<file path="config.mk">
export PLATFORM = sky130hd
export DESIGN_NAME = master_mux
export DESIGN_NICKNAME = d
export VERILOG_FILES = /design/src/hdl/axi_lite_pkg.sv /design/src/hdl/soc_map_pkg.sv /design/src/hdl/master_mux.sv
export SDC_FILE = /design/constraint.sdc
export NUM_CORES = 1
export LEC_CHECK = 0
export BUFFER_PORTS_ARGS = -buffer_cell sky130_fd_sc_hd__buf_2
export CORE_AREA = 2 2 140 142
export DETAILED_ROUTE_END_ITERATION = 12
export DIE_AREA = 0 0 142 144
export GPL_TIMING_DRIVEN = 0
export PLACE_DENSITY = 0.39
export SLEW_MARGIN = 10
export SYNTH_ARGS = -nofsm -noshare
export SYNTH_HDL_FRONTEND = slang
export SYNTH_SLANG_ARGS = --single-unit
export TNS_END_PERCENT = 50
</file>
<file path="constraint.sdc">
create_clock -name vclk -period 1.67
set_input_delay 0.0835 -clock vclk [all_inputs]
set_output_delay 0.0835 -clock vclk [all_outputs]
set_load 0.03 [all_outputs]
</file>
<file path="src/hdl/axi_lite_pkg.sv">
`default_nettype none

package axi_lite_pkg;

    localparam int addr_w = 32;
    localparam int data_w = 32;
    localparam int strb_w = data_w / 8;  // one strobe bit per byte lane
    localparam int resp_w = 2;

    typedef logic [addr_w-1:0] addr_t;
    typedef logic [data_w-1:0] data_t;
    typedef logic [strb_w-1:0] strb_t;
    typedef logic [resp_w-1:0] resp_t;

    localparam resp_t resp_okay   = 2'b00;
    localparam resp_t resp_decerr = 2'b11;

    // read address and read data, master side
    typedef struct packed {
        logic  ar_valid;
        addr_t ar_addr;
        logic  r_ready;
    } rd_req_t;

    typedef struct packed {
        logic  ar_ready;
        logic  r_valid;
        data_t r_data;
        resp_t r_resp;
    } rd_rsp_t;

    // aw and w travel together, b comes back on its own
    typedef struct packed {
        logic  aw_valid;
        addr_t aw_addr;
        logic  w_valid;
        data_t w_data;
        strb_t w_strb;
        logic  b_ready;
    } wr_req_t;

    typedef struct packed {
        logic  aw_ready;
        logic  w_ready;
        logic  b_valid;
        resp_t b_resp;
    } wr_rsp_t;

endpackage

`default_nettype wire

</file>
<file path="src/hdl/soc_map_pkg.sv">
`default_nettype none

package soc_map_pkg;

    // sram window, word addressed inside
    localparam logic [31:0] sram_base  = 32'h8000_0000;
    localparam int          sram_words = 1024;
    localparam int          sram_idx_w = $clog2(sram_words);
    localparam logic [31:0] sram_bytes = 32'(sram_words * 4);

    typedef logic [sram_idx_w-1:0] sram_idx_t;

    localparam logic [31:0] uart_data_addr = 32'ha00003f8;  // tx data register
    localparam int          uart_byte_w    = 8;

    typedef logic [uart_byte_w-1:0] uart_byte_t;

    // which master owns the shared bus
    typedef enum logic [1:0] {
        gnt_idle,
        gnt_ifu_rd,
        gnt_lsu_rd,
        gnt_lsu_wr
    } grant_t;

endpackage

`default_nettype wire

</file>
<file path="src/hdl/master_mux.sv">
`timescale 1ns/1ps
`default_nettype none

module master_mux
    import axi_lite_pkg::*;
    import soc_map_pkg::*;
(
    input  grant_t  grant,
    input  rd_req_t ifu_rd_req,
    input  rd_req_t lsu_rd_req,
    input  wr_req_t lsu_wr_req,
    output rd_rsp_t ifu_rd_rsp,
    output rd_rsp_t lsu_rd_rsp,
    output wr_rsp_t lsu_wr_rsp,
    output rd_req_t bus_rd_req,
    output wr_req_t bus_wr_req,
    input  rd_rsp_t bus_rd_rsp,
    input  wr_rsp_t bus_wr_rsp
);

    always_comb begin
        // nothing reaches the bus unless granted
        bus_rd_req = '0;
        bus_wr_req = '0;
        ifu_rd_rsp = '0;
        lsu_rd_rsp = '0;
        lsu_wr_rsp = '0;

        unique case (grant)
            gnt_ifu_rd: begin
                bus_rd_req = ifu_rd_req;
                ifu_rd_rsp = bus_rd_rsp;
            end
            gnt_lsu_rd: begin
                bus_rd_req = lsu_rd_req;
                lsu_rd_rsp = bus_rd_rsp;
            end
            gnt_lsu_wr: begin
                bus_wr_req = lsu_wr_req;
                lsu_wr_rsp = bus_wr_rsp;
            end
            default: begin
                // idle keeps every valid and ready low
            end
        endcase
    end

endmodule

`default_nettype wire

</file>
==> metrics.cfg <==
[yosys]
avgSynthCellArea_um2 = 6.34
synth_top_area_cell = and2_1
synth_nets = 434
synth_warnings = 0
syn_area_um2 = 1580
seq_area_frac_synth_pct = 0
syn_inst = 249
ys_top_cells_by_area = and2_1 (59%), a22oi_1 (16%), buf_6 (9.3%)
synth_top_area_share_pct = 58.6
yosys.cell_types.count = 10

[power_and_ir_drop]
p_leak_nw = 2.39
peakVddDrop_uv = 90.4
power_density_nw_per_um2 = 302

[critical_path]
cp-start-kind = input pin
arrival_ns = 1.37
critPathRequiredTime_ns = 1.59
cp_max_fo = 10
path_class = input pin to output port
cp-end-kind = output port

[detailed_routing]
drc_errors = 0
post_drt_wl_per_cell_um = 12.9
ant_nets = 0
vias = 3054
vias_per_cell = 3.58
totalWireLength_mm = 11.0
drt_iter0_drc = 90
firstDrtPassIters = 4

[worst_hold_path]
hold_start = lsu_wr_req[50]
hold_class = input pin to output port
min_path_cells = 3
hold_end = bus_wr_req[50]

[global_route]
grt_max_degree = 11
grt_pass1_vias = 2811
grt_pass1_wl_mm = 15.0
gr-usage-all-layers_pct = 9.22
antenna_found_initial = 1
grt_overflow = 0

[floorplanning]
core_area_um2 = 19100
initial_core_util_pct = 8.28
dieHeight_um = 144
die_width_um = 142
dieArea_um2 = 20400
core.rowCount = 51
ioPinCount = 364

[sta]
finalSetupViolCount = 0
fin_ws_ns = 0.219
hold_violations = 0
min_period_ns = 1.45
timing.final.crit_share_pct = 86.9
rsz0062_at_grt = false
slew_headroom_pct = 76.5
fmax_mhz = 689
slew_viol_final = 0
setup_tns_ns = 0
holdWs_ns = 0.521
worst_slew_pin_slew_ns = 0.353

[placement]
gp_congestion = 0.768
placed_cell_area_um2 = 3700
hpwl_mm = 9.95
dp_slack_ns = 0.124
numPlacedInstances = 851
portBuffers = 364

[finish]
most-common-layout-cells = buf_2 (371), and2_1 (148), a22oi_1 (34), nor2_1 (34), buf_6 (13)
clkbuf_count = 0
design.seq.count = 0
fin_cells = 852
multi_input_area_um2 = 1350
stdcell_area_um2 = 3700
layout.cells.most_common = buf_2
fin_nets = 800
nFillCells = 2213
area_growth_pct = 134
seq_area_um2 = 0
layout-drive-gt1-share_pct = 63.8

[clock_tree]
cts_resized = 0
holdBufCountCts = 0
post_cts_buffers = 0

[outcome]
status = finished clean

[job]
max-cap-violations = 0

stage by stage:
step	power [mW]	utilization (%)
final	1.12	19.4
after global routing	1.21	19.4
after CTS	1.13	19.4
after detailed placement	1.13	19.4
after global placement	1.13	19.4
after floorplan	0.664	-
layer usage:
layer	vias up	track usage [%]	routed length, µm
met5	-	0	0
met4	0	0.842	107
met3	4	1.09	853
met2	191	18.9	5850
met1	1338	10.4	4200
li1	1521	-	-
how the worst max path moves through the flow:
stage / startpoint / end / slack (ns)
CTS: grant[0] / bus_rd_req[32] / 0.12
global route: grant[0] / bus_rd_req[32] / 0.01
floorplan: grant[0] / bus_rd_req[0] / 0.46
detailed placement: grant[0] / bus_rd_req[32] / 0.12
finish: grant[0] / bus_rd_req[9] / 0.22
global placement: grant[0] / bus_rd_req[32] / 0.11
cell usage after synthesis:
| library cell | instances |
|---|---|
| ha_1 | 3 |
| buf_6 | 13 |
| buf_2 | 7 |
| and2_1 | 148 |
| clkbuf_1 | 1 |
| buf_4 | 2 |
| clkbuf_2 | 5 |
| nor2_1 | 34 |
| inv_1 | 2 |
| a22oi_1 | 34 |
cells by family (layout without fill, tap and decap cells):
kind of cell / after synthesis / after routing / share of synthesized area (%)
and+or+nand+nor: 182 / 182 / 66.7
AOI/OAI and AO/OA: 34 / 34 / 16.2
buffers and inverters: 30 / 394 / 14.7
adders and majority gates: 3 / 3 / 2.38
other: 0 / 1 / 0
critical path: stages:
cell and delay [ns]:
buf_2 0.10, inv_1 0.04, ha_1 0.26, clkbuf_1 0.29, buf_2 0.31, nor2_1 0.09, buf_2 0.18
layout make-up:
cell class / instances / share of cell area [%]
antenna: 1 / 0.0676
buffer: 28 / 6.09
tap: 238 / 8.05
inverter: 2 / 0.203
multi-input combinational: 219 / 36.4
timing repair buffer: 364 / 49.2
where the power goes:
part / leakage (nW) / switching (mW) / internal, mW
Sequential: 0 / 0 / 0
Combinational: 2.39 / 0.695 / 0.423
Clock: 0.00000634 / 0 / 0.0000000801
(Power assumes the default switching activity.)
