**src/hdl/axi_lite_pkg.sv**
```systemverilog
`default_nettype none

package axi_lite_pkg;

    localparam int addr_w = 32;
    localparam int data_w = 32;
    localparam int strb_w = data_w / 8;  // one strobe bit per byte lane
    localparam int resp_w = 2;

    typedef logic [addr_w-1:0] addr_t;
    typedef logic [data_w-1:0] data_t;
    typedef logic [strb_w-1:0] strb_t;
    typedef logic [resp_w-1:0] resp_t;

    localparam resp_t resp_okay   = 2'b00;
    localparam resp_t resp_decerr = 2'b11;

    // read address and read data, master side
    typedef struct packed {
        logic  ar_valid;
        addr_t ar_addr;
        logic  r_ready;
    } rd_req_t;

    typedef struct packed {
        logic  ar_ready;
        logic  r_valid;
        data_t r_data;
        resp_t r_resp;
    } rd_rsp_t;

    // aw and w travel together, b comes back on its own
    typedef struct packed {
        logic  aw_valid;
        addr_t aw_addr;
        logic  w_valid;
        data_t w_data;
        strb_t w_strb;
        logic  b_ready;
    } wr_req_t;

    typedef struct packed {
        logic  aw_ready;
        logic  w_ready;
        logic  b_valid;
        resp_t b_resp;
    } wr_rsp_t;

endpackage

`default_nettype wire

```
**src/hdl/soc_map_pkg.sv**
```systemverilog
`default_nettype none

package soc_map_pkg;

    // sram window, word addressed inside
    localparam logic [31:0] sram_base  = 32'h8000_0000;
    localparam int          sram_words = 1024;
    localparam int          sram_idx_w = $clog2(sram_words);
    localparam logic [31:0] sram_bytes = 32'(sram_words * 4);

    typedef logic [sram_idx_w-1:0] sram_idx_t;

    localparam logic [31:0] uart_data_addr = 32'ha00003f8;  // tx data register
    localparam int          uart_byte_w    = 8;

    typedef logic [uart_byte_w-1:0] uart_byte_t;

    // which master owns the shared bus
    typedef enum logic [1:0] {
        gnt_idle,
        gnt_ifu_rd,
        gnt_lsu_rd,
        gnt_lsu_wr
    } grant_t;

endpackage

`default_nettype wire

```
**src/hdl/bus_arb_ctrl.sv**
```systemverilog
`timescale 1ns/1ps
`default_nettype none

module bus_arb_ctrl
    import axi_lite_pkg::*;
    import soc_map_pkg::*;
(
    input  logic    clk,
    input  logic    rst,
    input  rd_req_t ifu_rd_req,
    input  rd_req_t lsu_rd_req,
    input  wr_req_t lsu_wr_req,
    input  rd_req_t bus_rd_req,
    input  rd_rsp_t bus_rd_rsp,
    input  wr_req_t bus_wr_req,
    input  wr_rsp_t bus_wr_rsp,
    output grant_t  grant
);

    grant_t grant_next;
    logic   ifu_rd_pend;
    logic   lsu_rd_pend;
    logic   lsu_wr_pend;
    logic   rd_done;
    logic   wr_done;

    // requests seen while idle
    assign ifu_rd_pend = ifu_rd_req.ar_valid;
    assign lsu_rd_pend = lsu_rd_req.ar_valid;
    assign lsu_wr_pend = lsu_wr_req.aw_valid && lsu_wr_req.w_valid;  // aw and w go together

    // end of transaction is the response handshake on the shared bus
    assign rd_done = bus_rd_rsp.r_valid && bus_rd_req.r_ready;
    assign wr_done = bus_wr_rsp.b_valid && bus_wr_req.b_ready;

    always_comb begin
        grant_next = grant;
        unique case (grant)
            gnt_idle: begin
                // fixed priority, ifu fetch wins
                if (ifu_rd_pend) begin
                    grant_next = gnt_ifu_rd;
                end else if (lsu_rd_pend) begin
                    grant_next = gnt_lsu_rd;
                end else if (lsu_wr_pend) begin
                    grant_next = gnt_lsu_wr;
                end
            end
            gnt_ifu_rd,
            gnt_lsu_rd: begin
                if (rd_done) begin
                    grant_next = gnt_idle;
                end
            end
            gnt_lsu_wr: begin
                if (wr_done) begin
                    grant_next = gnt_idle;
                end
            end
            default: begin
                grant_next = gnt_idle;
            end
        endcase
    end

    always_ff @(posedge clk) begin
        if (rst) begin
            grant <= gnt_idle;
        end else begin
            grant <= grant_next;  // always passes through idle between owners
        end
    end

endmodule

`default_nettype wire

```
**config.mk**
```make
export PLATFORM = sky130hd
export DESIGN_NAME = bus_arb_ctrl
export DESIGN_NICKNAME = d
export VERILOG_FILES = /design/src/hdl/axi_lite_pkg.sv /design/src/hdl/soc_map_pkg.sv /design/src/hdl/bus_arb_ctrl.sv
export SDC_FILE = /design/constraint.sdc
export NUM_CORES = 1
export LEC_CHECK = 0
export BUFFER_PORTS_ARGS = -buffer_cell sky130_fd_sc_hd__buf_4
export CORE_AREA = 2 2 113 115
export DETAILED_ROUTE_END_ITERATION = 6
export DIE_AREA = 0 0 115 117
export HOLD_SLACK_MARGIN = 0.15
export RECOVER_POWER = 100
export SLEW_MARGIN = 30
export SYNTH_ARGS = -nofsm -noshare
export SYNTH_HDL_FRONTEND = slang
export SYNTH_SLANG_ARGS = --single-unit
```
**constraint.sdc**
```tcl
create_clock -name clk -period 1.5 [get_ports clk]
set_clock_uncertainty 0.05 [all_clocks]
set_input_delay 0.15 -clock clk [delete_from_list [all_inputs] [get_ports clk]]
set_output_delay 0.15 -clock clk [all_outputs]
set_load 0.02 [all_outputs]
```
==> impl_metrics.env <==
export IMPL_status="finished clean"
export IMPL_syn_area_um2=160
export IMPL_yosys_top_cells_area="dfxtp_1 (25%), ha_1 (16%), a211oi_1 (9.4%)"
export IMPL_synth_largest_area_cell="dfxtp_1"
export IMPL_path_clk_slew_ns=0.03
export IMPL_drt_iter0_drc=2
export IMPL_finalInstanceArea_um2=534
export IMPL_ys_seq_area_share_pct=25.0
export IMPL_synth_warning_count=0
export IMPL_met1_usage_pct=2.05
export IMPL_area_growth_pct=234
export IMPL_synth_seq_cells=2
export IMPL_final_nets=324
export IMPL_drt_first_pass_iters=4
export IMPL_worst_slew_pin_transition_ns=0.371
export IMPL_grt_overflow=0
export IMPL_slew_headroom_pct=75.4
export IMPL_cts_sinks=2
export IMPL_crit_arrival_ns=1.53
export IMPL_syn_nets=307
export IMPL_synth_async_reset_ratio_pct=0
export IMPL_fill_cells=1468
export IMPL_hold_viol=0
export IMPL_synth_edf_count=0
export IMPL_cts_max_level=1
export IMPL_grt_max_degree=4
export IMPL_ys_types=11
export IMPL_diodes=0
export IMPL_synth_top_cell_area_share_pct=25.0
export IMPL_cts_buffers=3
export IMPL_rows=41
export IMPL_crit_path_start_kind="flip-flop"
export IMPL_clk_path_buf_depth=2
export IMPL_slew_viol_final=0
export IMPL_busiest_layer="met1"
export IMPL_synth_ff_type="dfxtp_1"
export IMPL_post_route_period_util_pct=98.7
export IMPL_hold_path_class="primary input to flip-flop"
export IMPL_r2r_start="grant[0]"
export IMPL_cts_tree="yes"
export IMPL_start_util_pct=1.30
export IMPL_synth_cells=18
export IMPL_fmaxAchievable_ghz=0.676
export IMPL_cts_root_buf="clkbuf_16"
export IMPL_worst_ep_required_time_ns=1.55
export IMPL_groute_layer_met2_usage_pct=0.667
export IMPL_path_delay_family="flip-flops"
export IMPL_rsz0062_at_grt="yes"
export IMPL_dpl_cell_area_um2=450
export IMPL_cp_slowest_cell="dfxtp_4"
export IMPL_cp_max_fo=3
export IMPL_core_area_um2=12300
export IMPL_drive_above_1_share_pct=60.6
export IMPL_vdd_drop_max_uv=257
export IMPL_synth_avg_cell_area_um2=8.90
export IMPL_pre_cts_ws_ns=0.0147
export IMPL_gp_congestion=0.630
export IMPL_grt_antenna_before_repair=0
export IMPL_grt_use_met3_pct=1.91
export IMPL_port_buffers=11
export IMPL_routed_wl_um=731
export IMPL_dieWidth_um=115
export IMPL_grt_pass1_wl_um=1040
export IMPL_die_height_um=117
export IMPL_p_leak_nw=0.170
export IMPL_ant_nets=0
export IMPL_top_register="grant"
export IMPL_p_total_uw=730
export IMPL_wl_per_cell_um=3.99
export IMPL_drv_cap=0
export IMPL_drc=0
export IMPL_crit_path_end_kind="flip-flop"
export IMPL_grt_usage_pct=1.40
export IMPL_worstSkewPairLatency_ns=0.22
export IMPL_synth_most_common_cell="inv_1"
export IMPL_top_regs="grant: 2 flops"
export IMPL_worstPathCellList="inv_4 -> ha_4 -> nor3b_2 -> a221o_1 -> mux2_4"
export IMPL_p_per_area_nw_per_um2=1370
export IMPL_path_class="flip-flop to flip-flop"
export IMPL_min_from="lsu_rd_req[33]"
export IMPL_final_core_util_pct=4.34
export IMPL_dieArea_um2=13500
export IMPL_vias_per_cell=0.984
export IMPL_setup_violations=0
export IMPL_setup_slack_ns=0.0200
export IMPL_synth_commonest_cells="inv_1 (4), a211oi_1 (2), dfxtp_1 (2), ha_1 (2), nand2_1 (2)"
export IMPL_startpoint="grant[0]"
export IMPL_grt_pass1_vias=167
export IMPL_ioPinCount=289
export IMPL_num_vias=180
export IMPL_largest_reg_flops=2
export IMPL_period_needed_ns=1.48
export IMPL_post_cts_setup_buffer_count=0
export IMPL_crit_path_max_incr_delay_ns=0.35
export IMPL_critPathBufInv=1
## metal layers
| layer | share of wire, % | vias to the layer above |
|---|---|---|
| met3 | 17 | 0 |
| met5 | 0 | - |
| li1 | - | 97 |
| met1 | 68 | 69 |
| met4 | 0 | 0 |
| met2 | 15 | 14 |
## through the flow
step | hold WS (ns) | setup TNS (ns) | cells
after floorplan | 0.163 | 0 | 18
after global placement | 0.271 | 0 | 179
after detailed placement | 0.280 | 0 | 179
after CTS | 0.329 | 0 | 183
after global routing | 0.335 | -0.0236 | 183
final | 0.329 | 0 | 183
## worst register-to-register path: stages (launching register included)
cell     delay [ns]
dfxtp_4        0.35
inv_4          0.04
ha_4           0.15
nor3b_2        0.14
a221o_1        0.33
mux2_4         0.30
## power by group
part	internal (mW)	leakage, nW	switching [mW]
Clock	0.339	0.0370	0.0541
Sequential	0.0815	0.0178	0.0198
Combinational	0.125	0.115	0.111
## final cells by class
type / instances / area (um^2) / area share, %
tap: 150 / 188 / 35.1
multi-input combinational: 12 / 118 / 22.0
timing repair buffer: 12 / 88.8 / 16.6
clock buffer: 3 / 75.1 / 14.1
sequential: 2 / 47.5 / 8.90
inverter: 4 / 17.5 / 3.28
## path summary, 6_finish.rpt
kind	endpoint	slack, ns	cells past startpoint
worst max-delay path	grant[0]	0.02	5
worst min-delay path	grant[0]	0.33	3
worst max register to register	grant[0]	0.02	5
worst min register to register	grant[1]	0.46	2
## placed cells by master, fill, tap and decap left out, drive strengths merged
master | netlist | layout
ha | 2 | 2
dlygate4sd3 | 0 | 1
mux2 | 1 | 1
nor2 | 1 | 1
a211oi | 2 | 2
a221o | 1 | 1
buf | 0 | 10
a221oi | 1 | 1
inv | 4 | 4
dfxtp | 2 | 2
nand2 | 2 | 2
a21boi | 1 | 1
clkbuf | 0 | 4
nor3b | 1 | 1
## timing repair
| item | in CTS | in global routing |
|---|---|---|
| hold endpoints to repair | 1 | 0 |
| endpoints found under the setup margin | 0 | 2 |
| resized for setup | 0 | 2 |
| hold buffers | 1 | 0 |
## cells by family after synthesis
kind of cell | Yosys count | share of synthesized area, %
adder cells (fa/ha/maj) | 2 | 15.6
multiplexers | 1 | 9.37
flip-flops | 2 | 25.0
AND/OR/NAND/NOR | 4 | 14.8
buffers and inverters | 4 | 9.37
AO/OA/AOI/OAI | 5 | 25.8
(Power assumes the default switching activity.)
