==> src/hdl/axi_lite_pkg.sv <==
`default_nettype none

package axi_lite_pkg;

    localparam int addr_w = 32;
    localparam int data_w = 32;
    localparam int strb_w = data_w / 8;  // one strobe bit per byte lane
    localparam int resp_w = 2;

    typedef logic [addr_w-1:0] addr_t;
    typedef logic [data_w-1:0] data_t;
    typedef logic [strb_w-1:0] strb_t;
    typedef logic [resp_w-1:0] resp_t;

    localparam resp_t resp_okay   = 2'b00;
    localparam resp_t resp_decerr = 2'b11;

    // read address and read data, master side
    typedef struct packed {
        logic  ar_valid;
        addr_t ar_addr;
        logic  r_ready;
    } rd_req_t;

    typedef struct packed {
        logic  ar_ready;
        logic  r_valid;
        data_t r_data;
        resp_t r_resp;
    } rd_rsp_t;

    // aw and w travel together, b comes back on its own
    typedef struct packed {
        logic  aw_valid;
        addr_t aw_addr;
        logic  w_valid;
        data_t w_data;
        strb_t w_strb;
        logic  b_ready;
    } wr_req_t;

    typedef struct packed {
        logic  aw_ready;
        logic  w_ready;
        logic  b_valid;
        resp_t b_resp;
    } wr_rsp_t;

endpackage

`default_nettype wire

==> src/hdl/soc_map_pkg.sv <==
`default_nettype none

package soc_map_pkg;

    // sram window, word addressed inside
    localparam logic [31:0] sram_base  = 32'h8000_0000;
    localparam int          sram_words = 1024;
    localparam int          sram_idx_w = $clog2(sram_words);
    localparam logic [31:0] sram_bytes = 32'(sram_words * 4);

    typedef logic [sram_idx_w-1:0] sram_idx_t;

    localparam logic [31:0] uart_data_addr = 32'ha00003f8;  // tx data register
    localparam int          uart_byte_w    = 8;

    typedef logic [uart_byte_w-1:0] uart_byte_t;

    // which master owns the shared bus
    typedef enum logic [1:0] {
        gnt_idle,
        gnt_ifu_rd,
        gnt_lsu_rd,
        gnt_lsu_wr
    } grant_t;

endpackage

`default_nettype wire

==> src/hdl/slave_router.sv <==
`timescale 1ns/1ps
`default_nettype none

module slave_router
    import axi_lite_pkg::*;
    import soc_map_pkg::*;
(
    input  logic    clk,
    input  logic    rst,
    input  rd_req_t bus_rd_req,
    input  wr_req_t bus_wr_req,
    output rd_rsp_t bus_rd_rsp,
    output wr_rsp_t bus_wr_rsp,
    output rd_req_t sram_rd_req,
    input  rd_rsp_t sram_rd_rsp,
    output wr_req_t sram_wr_req,
    input  wr_rsp_t sram_wr_rsp,
    output wr_req_t uart_wr_req,
    input  wr_rsp_t uart_wr_rsp
);

    logic rd_busy;      // read accepted, response owed
    logic rd_sel_sram;
    logic wr_busy;
    logic wr_sel_sram;
    logic wr_sel_uart;
    logic rd_dec_sram;
    logic wr_dec_sram;
    logic wr_dec_uart;
    logic ar_hs;
    logic r_hs;
    logic wr_hs;
    logic b_hs;

    function automatic logic in_sram(addr_t addr);
        return (addr >= sram_base) && (addr < sram_base + sram_bytes);
    endfunction

    assign rd_dec_sram = in_sram(bus_rd_req.ar_addr);
    assign wr_dec_sram = in_sram(bus_wr_req.aw_addr);
    assign wr_dec_uart = (bus_wr_req.aw_addr == uart_data_addr);

    assign ar_hs = bus_rd_req.ar_valid && bus_rd_rsp.ar_ready;
    assign r_hs  = bus_rd_rsp.r_valid && bus_rd_req.r_ready;
    assign wr_hs = bus_wr_req.aw_valid && bus_wr_rsp.aw_ready
                && bus_wr_req.w_valid && bus_wr_rsp.w_ready;
    assign b_hs  = bus_wr_rsp.b_valid && bus_wr_req.b_ready;

    // read path, uart reads fall into the decode error branch
    always_comb begin
        sram_rd_req          = bus_rd_req;
        sram_rd_req.ar_valid = bus_rd_req.ar_valid && rd_dec_sram && !rd_busy;
        sram_rd_req.r_ready  = bus_rd_req.r_ready && rd_busy && rd_sel_sram;

        bus_rd_rsp = '0;
        if (!rd_busy) begin
            bus_rd_rsp.ar_ready = rd_dec_sram ? sram_rd_rsp.ar_ready : 1'b1;
        end else if (rd_sel_sram) begin
            bus_rd_rsp.r_valid = sram_rd_rsp.r_valid;
            bus_rd_rsp.r_data  = sram_rd_rsp.r_data;
            bus_rd_rsp.r_resp  = sram_rd_rsp.r_resp;
        end else begin
            bus_rd_rsp.r_valid = 1'b1;          // r_data stays zero
            bus_rd_rsp.r_resp  = resp_decerr;
        end
    end

    always_comb begin
        sram_wr_req          = bus_wr_req;
        sram_wr_req.aw_valid = bus_wr_req.aw_valid && wr_dec_sram && !wr_busy;
        sram_wr_req.w_valid  = bus_wr_req.w_valid && wr_dec_sram && !wr_busy;
        sram_wr_req.b_ready  = bus_wr_req.b_ready && wr_busy && wr_sel_sram;
        uart_wr_req          = bus_wr_req;
        uart_wr_req.aw_valid = bus_wr_req.aw_valid && wr_dec_uart && !wr_busy;
        uart_wr_req.w_valid  = bus_wr_req.w_valid && wr_dec_uart && !wr_busy;
        uart_wr_req.b_ready  = bus_wr_req.b_ready && wr_busy && wr_sel_uart;

        bus_wr_rsp = '0;
        if (!wr_busy) begin
            if (wr_dec_sram) begin
                bus_wr_rsp.aw_ready = sram_wr_rsp.aw_ready;
                bus_wr_rsp.w_ready  = sram_wr_rsp.w_ready;
            end else if (wr_dec_uart) begin
                bus_wr_rsp.aw_ready = uart_wr_rsp.aw_ready;
                bus_wr_rsp.w_ready  = uart_wr_rsp.w_ready;
            end else begin
                // unmapped, swallow aw and w in the same cycle
                bus_wr_rsp.aw_ready = bus_wr_req.aw_valid && bus_wr_req.w_valid;
                bus_wr_rsp.w_ready  = bus_wr_req.aw_valid && bus_wr_req.w_valid;
            end
        end else if (wr_sel_sram) begin
            bus_wr_rsp.b_valid = sram_wr_rsp.b_valid;
            bus_wr_rsp.b_resp  = sram_wr_rsp.b_resp;
        end else if (wr_sel_uart) begin
            bus_wr_rsp.b_valid = uart_wr_rsp.b_valid;
            bus_wr_rsp.b_resp  = uart_wr_rsp.b_resp;
        end else begin
            bus_wr_rsp.b_valid = 1'b1;
            bus_wr_rsp.b_resp  = resp_decerr;
        end
    end

    // target is latched at the address handshake
    always_ff @(posedge clk) begin
        if (rst) begin
            rd_busy     <= 1'b0;
            rd_sel_sram <= 1'b0;
            wr_busy     <= 1'b0;
            wr_sel_sram <= 1'b0;
            wr_sel_uart <= 1'b0;
        end else begin
            if (ar_hs) begin
                rd_busy     <= 1'b1;
                rd_sel_sram <= rd_dec_sram;
            end else if (r_hs) begin
                rd_busy <= 1'b0;
            end
            if (wr_hs) begin
                wr_busy     <= 1'b1;
                wr_sel_sram <= wr_dec_sram;
                wr_sel_uart <= wr_dec_uart;
            end else if (b_hs) begin
                wr_busy <= 1'b0;
            end
        end
    end

endmodule

`default_nettype wire

==> config.mk <==
export PLATFORM = sky130hd
export DESIGN_NAME = slave_router
export DESIGN_NICKNAME = d
export VERILOG_FILES = /design/src/hdl/axi_lite_pkg.sv /design/src/hdl/soc_map_pkg.sv /design/src/hdl/slave_router.sv
export SDC_FILE = /design/constraint.sdc
export NUM_CORES = 1
export LEC_CHECK = 0
export ABC_AREA = 1
export BUFFER_PORTS_ARGS = -buffer_cell sky130_fd_sc_hd__buf_2
export CAP_MARGIN = 20
export CORE_AREA = 3 3 144 146
export CTS_BUF_LIST = sky130_fd_sc_hd__clkbuf_8
export DETAILED_ROUTE_END_ITERATION = 16
export DIE_AREA = 0 0 147 149
export PLACE_DENSITY = 0.45
export SETUP_SLACK_MARGIN = 0.1
export SYNTH_ARGS = -nofsm -noshare
export SYNTH_HDL_FRONTEND = slang
export SYNTH_SLANG_ARGS = --single-unit
==> constraint.sdc <==
create_clock -name clk -period 1.9 [get_ports clk]
set_clock_uncertainty 0.05 [all_clocks]
set_input_delay 0.19 -clock clk [delete_from_list [all_inputs] [get_ports clk]]
set_output_delay 0.19 -clock clk [all_outputs]
set_load 0.01 [all_outputs]
==> impl_metrics.json, run 1 <==
{
  "run_status": "complete, no violations",
  "area_growth_pct": 13.1,
  "routed-via-count": 2152,
  "holdPathEnd": "rd_busy",
  "fmax_mhz": 622,
  "p_leak_uw": 0.00169,
  "timing.final.crit_share": 0.846,
  "antennaDiodeCount": 0,
  "hold_ws_ns": 0.164,
  "cts_hold_buf": 0,
  "post_cts_buffers": 0,
  "grt_pass1_vias": 1994,
  "cts_root_buf": "clkbuf_8",
  "worstHoldPathType": "primary input to flip-flop",
  "nFillCells": 2350,
  "antenna_found_initial": 0,
  "die_area_mm2": 0.0219,
  "drtPass1Iterations": 4,
  "min_from": "rst",
  "crit_type": "primary input to output port",
  "synth-seq-cells": 5,
  "syn-cell-area_mm2": 0.00229,
  "wl_um": 7780,
  "max-cap-violations": 0,
  "via_per_inst": 2.94,
  "slew_headroom": 0.748,
  "wl_met1_um": 3090,
  "post-route-util": 0.133,
  "gp_congestion": 0.687,
  "pin_count": 370,
  "top_layer_used": "met4",
  "stdcell_area_mm2": 0.00259,
  "worst-slew-pin-transition_ns": 0.375,
  "cts_tree": "built",
  "synth.yosys.seq_area_share": 0.0437,
  "grt_usage": 0.0624,
  "antenna_left": 0,
  "clk_pin_slew_worst_paths_ns": 0.04,
  "ir_worst_vdd_uv": 92.6,
  "cts_made_buffers": 3,
  "cts_resized": 0,
  "netlist_instances": 398,
  "wl_per_cell_um": 10.6,
  "hpwl_um": 7240,
  "yosys_warnings": 0,
  "grt_pass1_wl_um": 10800,
  "cts_max_path_buffers": 2,
  "syn_nets": 551,
  "io_buffers": 237,
  "worstSkewPairLatency_ns": 0.22,
  "worstPathMaxFanout": 3,
  "core.rowCount": 51,
  "arrival_ns": 1.37,
  "grt_max_degree": 34,
  "rsz0062_at_grt": "false",
  "setup_tns_ns": 0,
  "final_nets": 622,
  "wl_met3_um": 744,
  "grt-ovfl-total": 0,
  "synth_cell_types": 18,
  "clock_sinks": 5,
  "syn_area_per_cell_um2": 5.76,
  "die_h_um": 149,
  "drt-initial-drc-count": 53,
  "setup_violations": 0,
  "reg2reg_to": "wr_sel_uart",
  "reg2reg_from": "wr_busy",
  "ff2ff_path_depth": 8,
  "crit_path_start_kind": "primary input",
  "hold-path-cell-count": 2,
  "drc": 0,
  "end_kind": "output port",
  "required_ns": 1.66,
  "die_w_um": 147,
  "slew_violations": 0,
  "placed_cell_area_mm2": 0.00254,
  "timing_hold_violations_final": 0,
  "cts-htree-levels": 1,
  "start_util": 0.117,
  "fin_crit_ns": 1.61,
  "drive_above_1_share": 0.541,
  "core-area_mm2": 0.0195,
  "regToRegSetupSlack_ns": 0.70,
  "p_per_area_mw_per_mm2": 276,
  "route.met2.wl_um": 3600
}
==> how the worst max path moves through the flow <==
stage                    from       endpoint  slack (ns)  depth (start not counted)
2_1_floorplan  bus_wr_req[68]    wr_sel_sram        0.58                         14
3_3_place_gp   bus_wr_req[40]    wr_sel_sram        0.21                         15
3_5_place_dp   bus_wr_req[40]    wr_sel_uart        0.18                         15
4_1_cts        bus_wr_req[40]  bus_wr_rsp[3]        0.21                         11
5_1_grt        bus_wr_req[59]  bus_wr_rsp[3]        0.13                         11
6_report       bus_wr_req[40]  bus_wr_rsp[3]        0.29                         11
==> metrics by stage <==
step	worst slack, ns	power, uW	std cells
floorplan	0.576	573	398
global placement	0.212	530	729
detailed placement	0.177	529	729
CTS	0.207	737	733
global route	0.131	785	733
finish	0.293	714	733
==> logic make-up after synthesis <==
group	count (synthesis)	share of synthesized area
buffers and inverters	239	0.667
AND/OR/NAND/NOR	146	0.271
flip-flops	5	0.0437
AO/OA/AOI/OAI	8	0.0186
==> cell usage after synthesis <==
cell type | number | area share
nor3_1 | 12 | 0.026
dfxtp_1 | 5 | 0.044
a211oi_1 | 1 | 0.0033
nand3_1 | 3 | 0.0066
nand4_1 | 2 | 0.0055
o21ai_0 | 5 | 0.011
inv_1 | 67 | 0.11
nand2_1 | 38 | 0.062
nand3b_1 | 2 | 0.0066
and2_1 | 1 | 0.0027
nor2_2 | 2 | 0.0055
buf_4 | 168 | 0.55
clkbuf_1 | 4 | 0.0066
nand3_2 | 1 | 0.0044
nor2_1 | 78 | 0.13
a21oi_1 | 2 | 0.0044
nor2_4 | 2 | 0.0098
nand2_2 | 5 | 0.014
==> layer usage <==
metal / global-route usage / up-vias
li1: - / 1128
met1: 0.0747 / 874
met2: 0.100 / 117
met3: 0.0185 / 33
met4: 0.0349 / 0
met5: 0 / -
==> critical path, cell delays in order <==
cell	delay, ns
buf_2	0.11
inv_1	0.04
nand2_1	0.06
nor2_2	0.17
nand2_1	0.08
nor2_2	0.18
nand3_1	0.10
nand2_1	0.09
nand2_2	0.06
and2_1	0.14
buf_2	0.14
==> sequential cells by signal, indices dropped and copies added, names as in the netlist <==
| name | count |
|---|---|
| wr_sel_sram | 1 |
| rd_sel_sram | 1 |
| rd_busy | 1 |
| wr_sel_uart | 1 |
| wr_busy | 1 |
==> cell usage in the layout, fill, tap and decap left out, drive strengths merged <==
cell    instances
nand4           2
nand3b          2
nor3           12
inv            68
nor2           82
buf           238
dfxtp           5
clkbuf          3
o21ai           5
a21oi           2
nand3           4
nand2          43
and2            1
a211oi          1
==> cell type report <==
type	instances	area, um2	share of cell area
Tap cell	265	332	0.128
Clock buffer	3	41.3	0.0159
Multi-Input combinational cell	154	668	0.258
Timing Repair Buffer	238	1190	0.461
Sequential cell	5	100	0.0386
Clock inverter	1	3.75	0.00145
Inverter	67	251	0.0971
==> report_power, final <==
part,leakage (uW),switching (uW),internal (uW)
combinational,0.00162,220,184
clock,0.0000269,55.6,139
sequential,0.0000408,5.23,110
Note: power is estimated with default switching activity, not from simulation.
==> inputs of run 2 (changes only) <==
Settings changed: CORE_AREA 3 3 144 146 to 3 3 141 143, DIE_AREA 0 0 147 149 to 0 0 144 146, PLACE_DENSITY 0.45 to 0.46.
Clock period 1.9 ns to 1.5 ns, I/O delays scaled along.
==> impl_metrics.json, run 2 (synthesis gave the netlist of run 1 again) <==
{
  "start_util": 0.122,
  "cts_max_path_buffers": 2,
  "place_inst": 721,
  "grt_pass1_vias": 2351,
  "die_area_mm2": 0.0210,
  "rsz0062_at_grt": "true",
  "timing.final.crit_share": 0.950,
  "crit_type": "primary input to output port",
  "ff2ff_path_depth": 8,
  "crit_path_start_kind": "primary input",
  "cts-htree-levels": 1,
  "clock_sinks": 5,
  "cts_root_buf": "clkbuf_8",
  "cts_tree": "built",
  "mostFrequentLayoutCells": "buf_2 (223), nor2_1 (60), inv_1 (53)",
  "cts_made_buffers": 3,
  "slew_violations": 0,
  "drtPass1Iterations": 4,
  "drc": 0,
  "grt.busiest_layer": "met2",
  "p_leak_uw": 0.00192,
  "worstHoldPathType": "primary input to flip-flop",
  "setup_tns_ns": 0,
  "drive_above_1_share": 0.681,
  "gr-usage-met3": 0.0233,
  "fin_cells": 733,
  "setup_violations": 0,
  "hpwl_um": 7600,
  "fin_crit_ns": 1.42,
  "max-cap-violations": 0,
  "crit_path_top_delay_cell": "buf_6",
  "hold_ws_ns": 0.106,
  "via_per_inst": 3.17,
  "met2_usage": 0.128,
  "arrival_ns": 1.22,
  "slew_headroom": 0.790,
  "ir_worst_vdd_uv": 114,
  "gp_congestion": 0.668,
  "end_kind": "output port",
  "holdPathEnd": "rd_busy",
  "timing_hold_violations_final": 0,
  "required_ns": 1.30,
  "core.rowCount": 50,
  "antenna_left": 0,
  "grt-ovfl-total": 0,
  "die_h_um": 146,
  "regToRegSetupSlack_ns": 0.22,
  "crit_path_cell_trace": "buf_8, nor2_4, nand2_4, nor2_4, nand2_2, inv_2, nand4_1, buf_6, nor3_2, buf_2",
  "area_growth_pct": 34.8,
  "min_from": "rst",
  "worstPathMaxFanout": 3,
  "p_per_area_mw_per_mm2": 328,
  "grt_usage": 0.0731,
  "drt-initial-drc-count": 38,
  "die_w_um": 144,
  "hold-path-cell-count": 2,
  "core-area_mm2": 0.0187,
  "routed-via-count": 2324,
  "wl_per_cell_um": 11.7,
  "io_buffers": 237,
  "grt_max_degree": 34,
  "grtUsageMet1": 0.0787,
  "setup_ws_ns": 0.0757,
  "wl_um": 8550,
  "crit_top_cell": "nor2_4",
  "fmax_mhz": 702,
  "final_nets": 653,
  "pin_count": 370,
  "final_common_cell": "buf_2",
  "run_status": "complete, no violations",
  "antenna_found_initial": 0,
  "reg2reg_from": "wr_busy",
  "critPathMaxStageDelay_ns": 0.15,
  "worst-slew-pin-transition_ns": 0.312,
  "worstSkewPairLatency_ns": 0.22,
  "reg2reg_to": "wr_sel_uart",
  "post-place-ws_ns": -0.150,
  "grt_pass1_wl_um": 12100,
  "clk_pin_slew_worst_paths_ns": 0.04,
  "antennaDiodeCount": 0
}
==> run 2: routing by layer <==
metal / vias to the layer above / wire length, um
met5: - / 0
li1: 1191 / -
met2: 132 / 4310
met1: 967 / 3130
met3: 34 / 833
met4: 0 / 278
==> run 2: worst max-delay path, delay by kind of cell <==
family,cells,cell delay (ns)
buf+inv,4,0.48
simple gates,6,0.59
==> run 2: cell type report <==
class	count	area [um2]
Timing Repair Buffer	269	1520
Inverter	67	254
Clock inverter	1	3.75
Multi-Input combinational cell	154	871
Tap cell	234	293
Sequential cell	5	104
Clock buffer	3	41.3
Fill cell	2174	15600
==> run 2: power breakdown <==
part | total [uW] | leakage, uW | switching, uW | internal (uW)
registers | 144 | 0.0000414 | 5.28 | 139
clock network | 244 | 0.0000269 | 68.5 | 176
logic | 626 | 0.00186 | 318 | 308
==> run 2: worst max-delay path by stage <==
stage	start	to	slack [ns]	depth (start not counted)
3_3_place_gp	bus_wr_req[61]	bus_wr_rsp[3]	-0.15	11
6_report	bus_wr_req[59]	uart_wr_req[70]	0.08	10
4_1_cts	bus_wr_req[58]	bus_wr_rsp[3]	0.05	11
3_5_place_dp	bus_wr_req[59]	bus_wr_rsp[3]	-0.15	11
2_1_floorplan	bus_wr_req[68]	wr_sel_sram	0.22	14
5_1_grt	bus_wr_req[59]	uart_wr_req[70]	-0.02	10
==> run 2: metrics by stage <==
| stage | area (um2) | utilization | total power, uW |
|---|---|---|---|
| finish | 3090 | 0.165 | 1010 |
| floorplan | 2290 | - | 726 |
| CTS | 2900 | 0.155 | 995 |
| global route | 3090 | 0.165 | 1100 |
| global placement | 2670 | 0.143 | 698 |
| detailed placement | 2670 | 0.143 | 701 |
==> run 2: repair_timing <==
item | CTS | global route
buffers inserted | 7 | 1
pin swaps | 21 | 25
endpoints found under the setup margin | 22 | 44
gates resized for setup | 38 | 63
hold buffers | 0 | 0
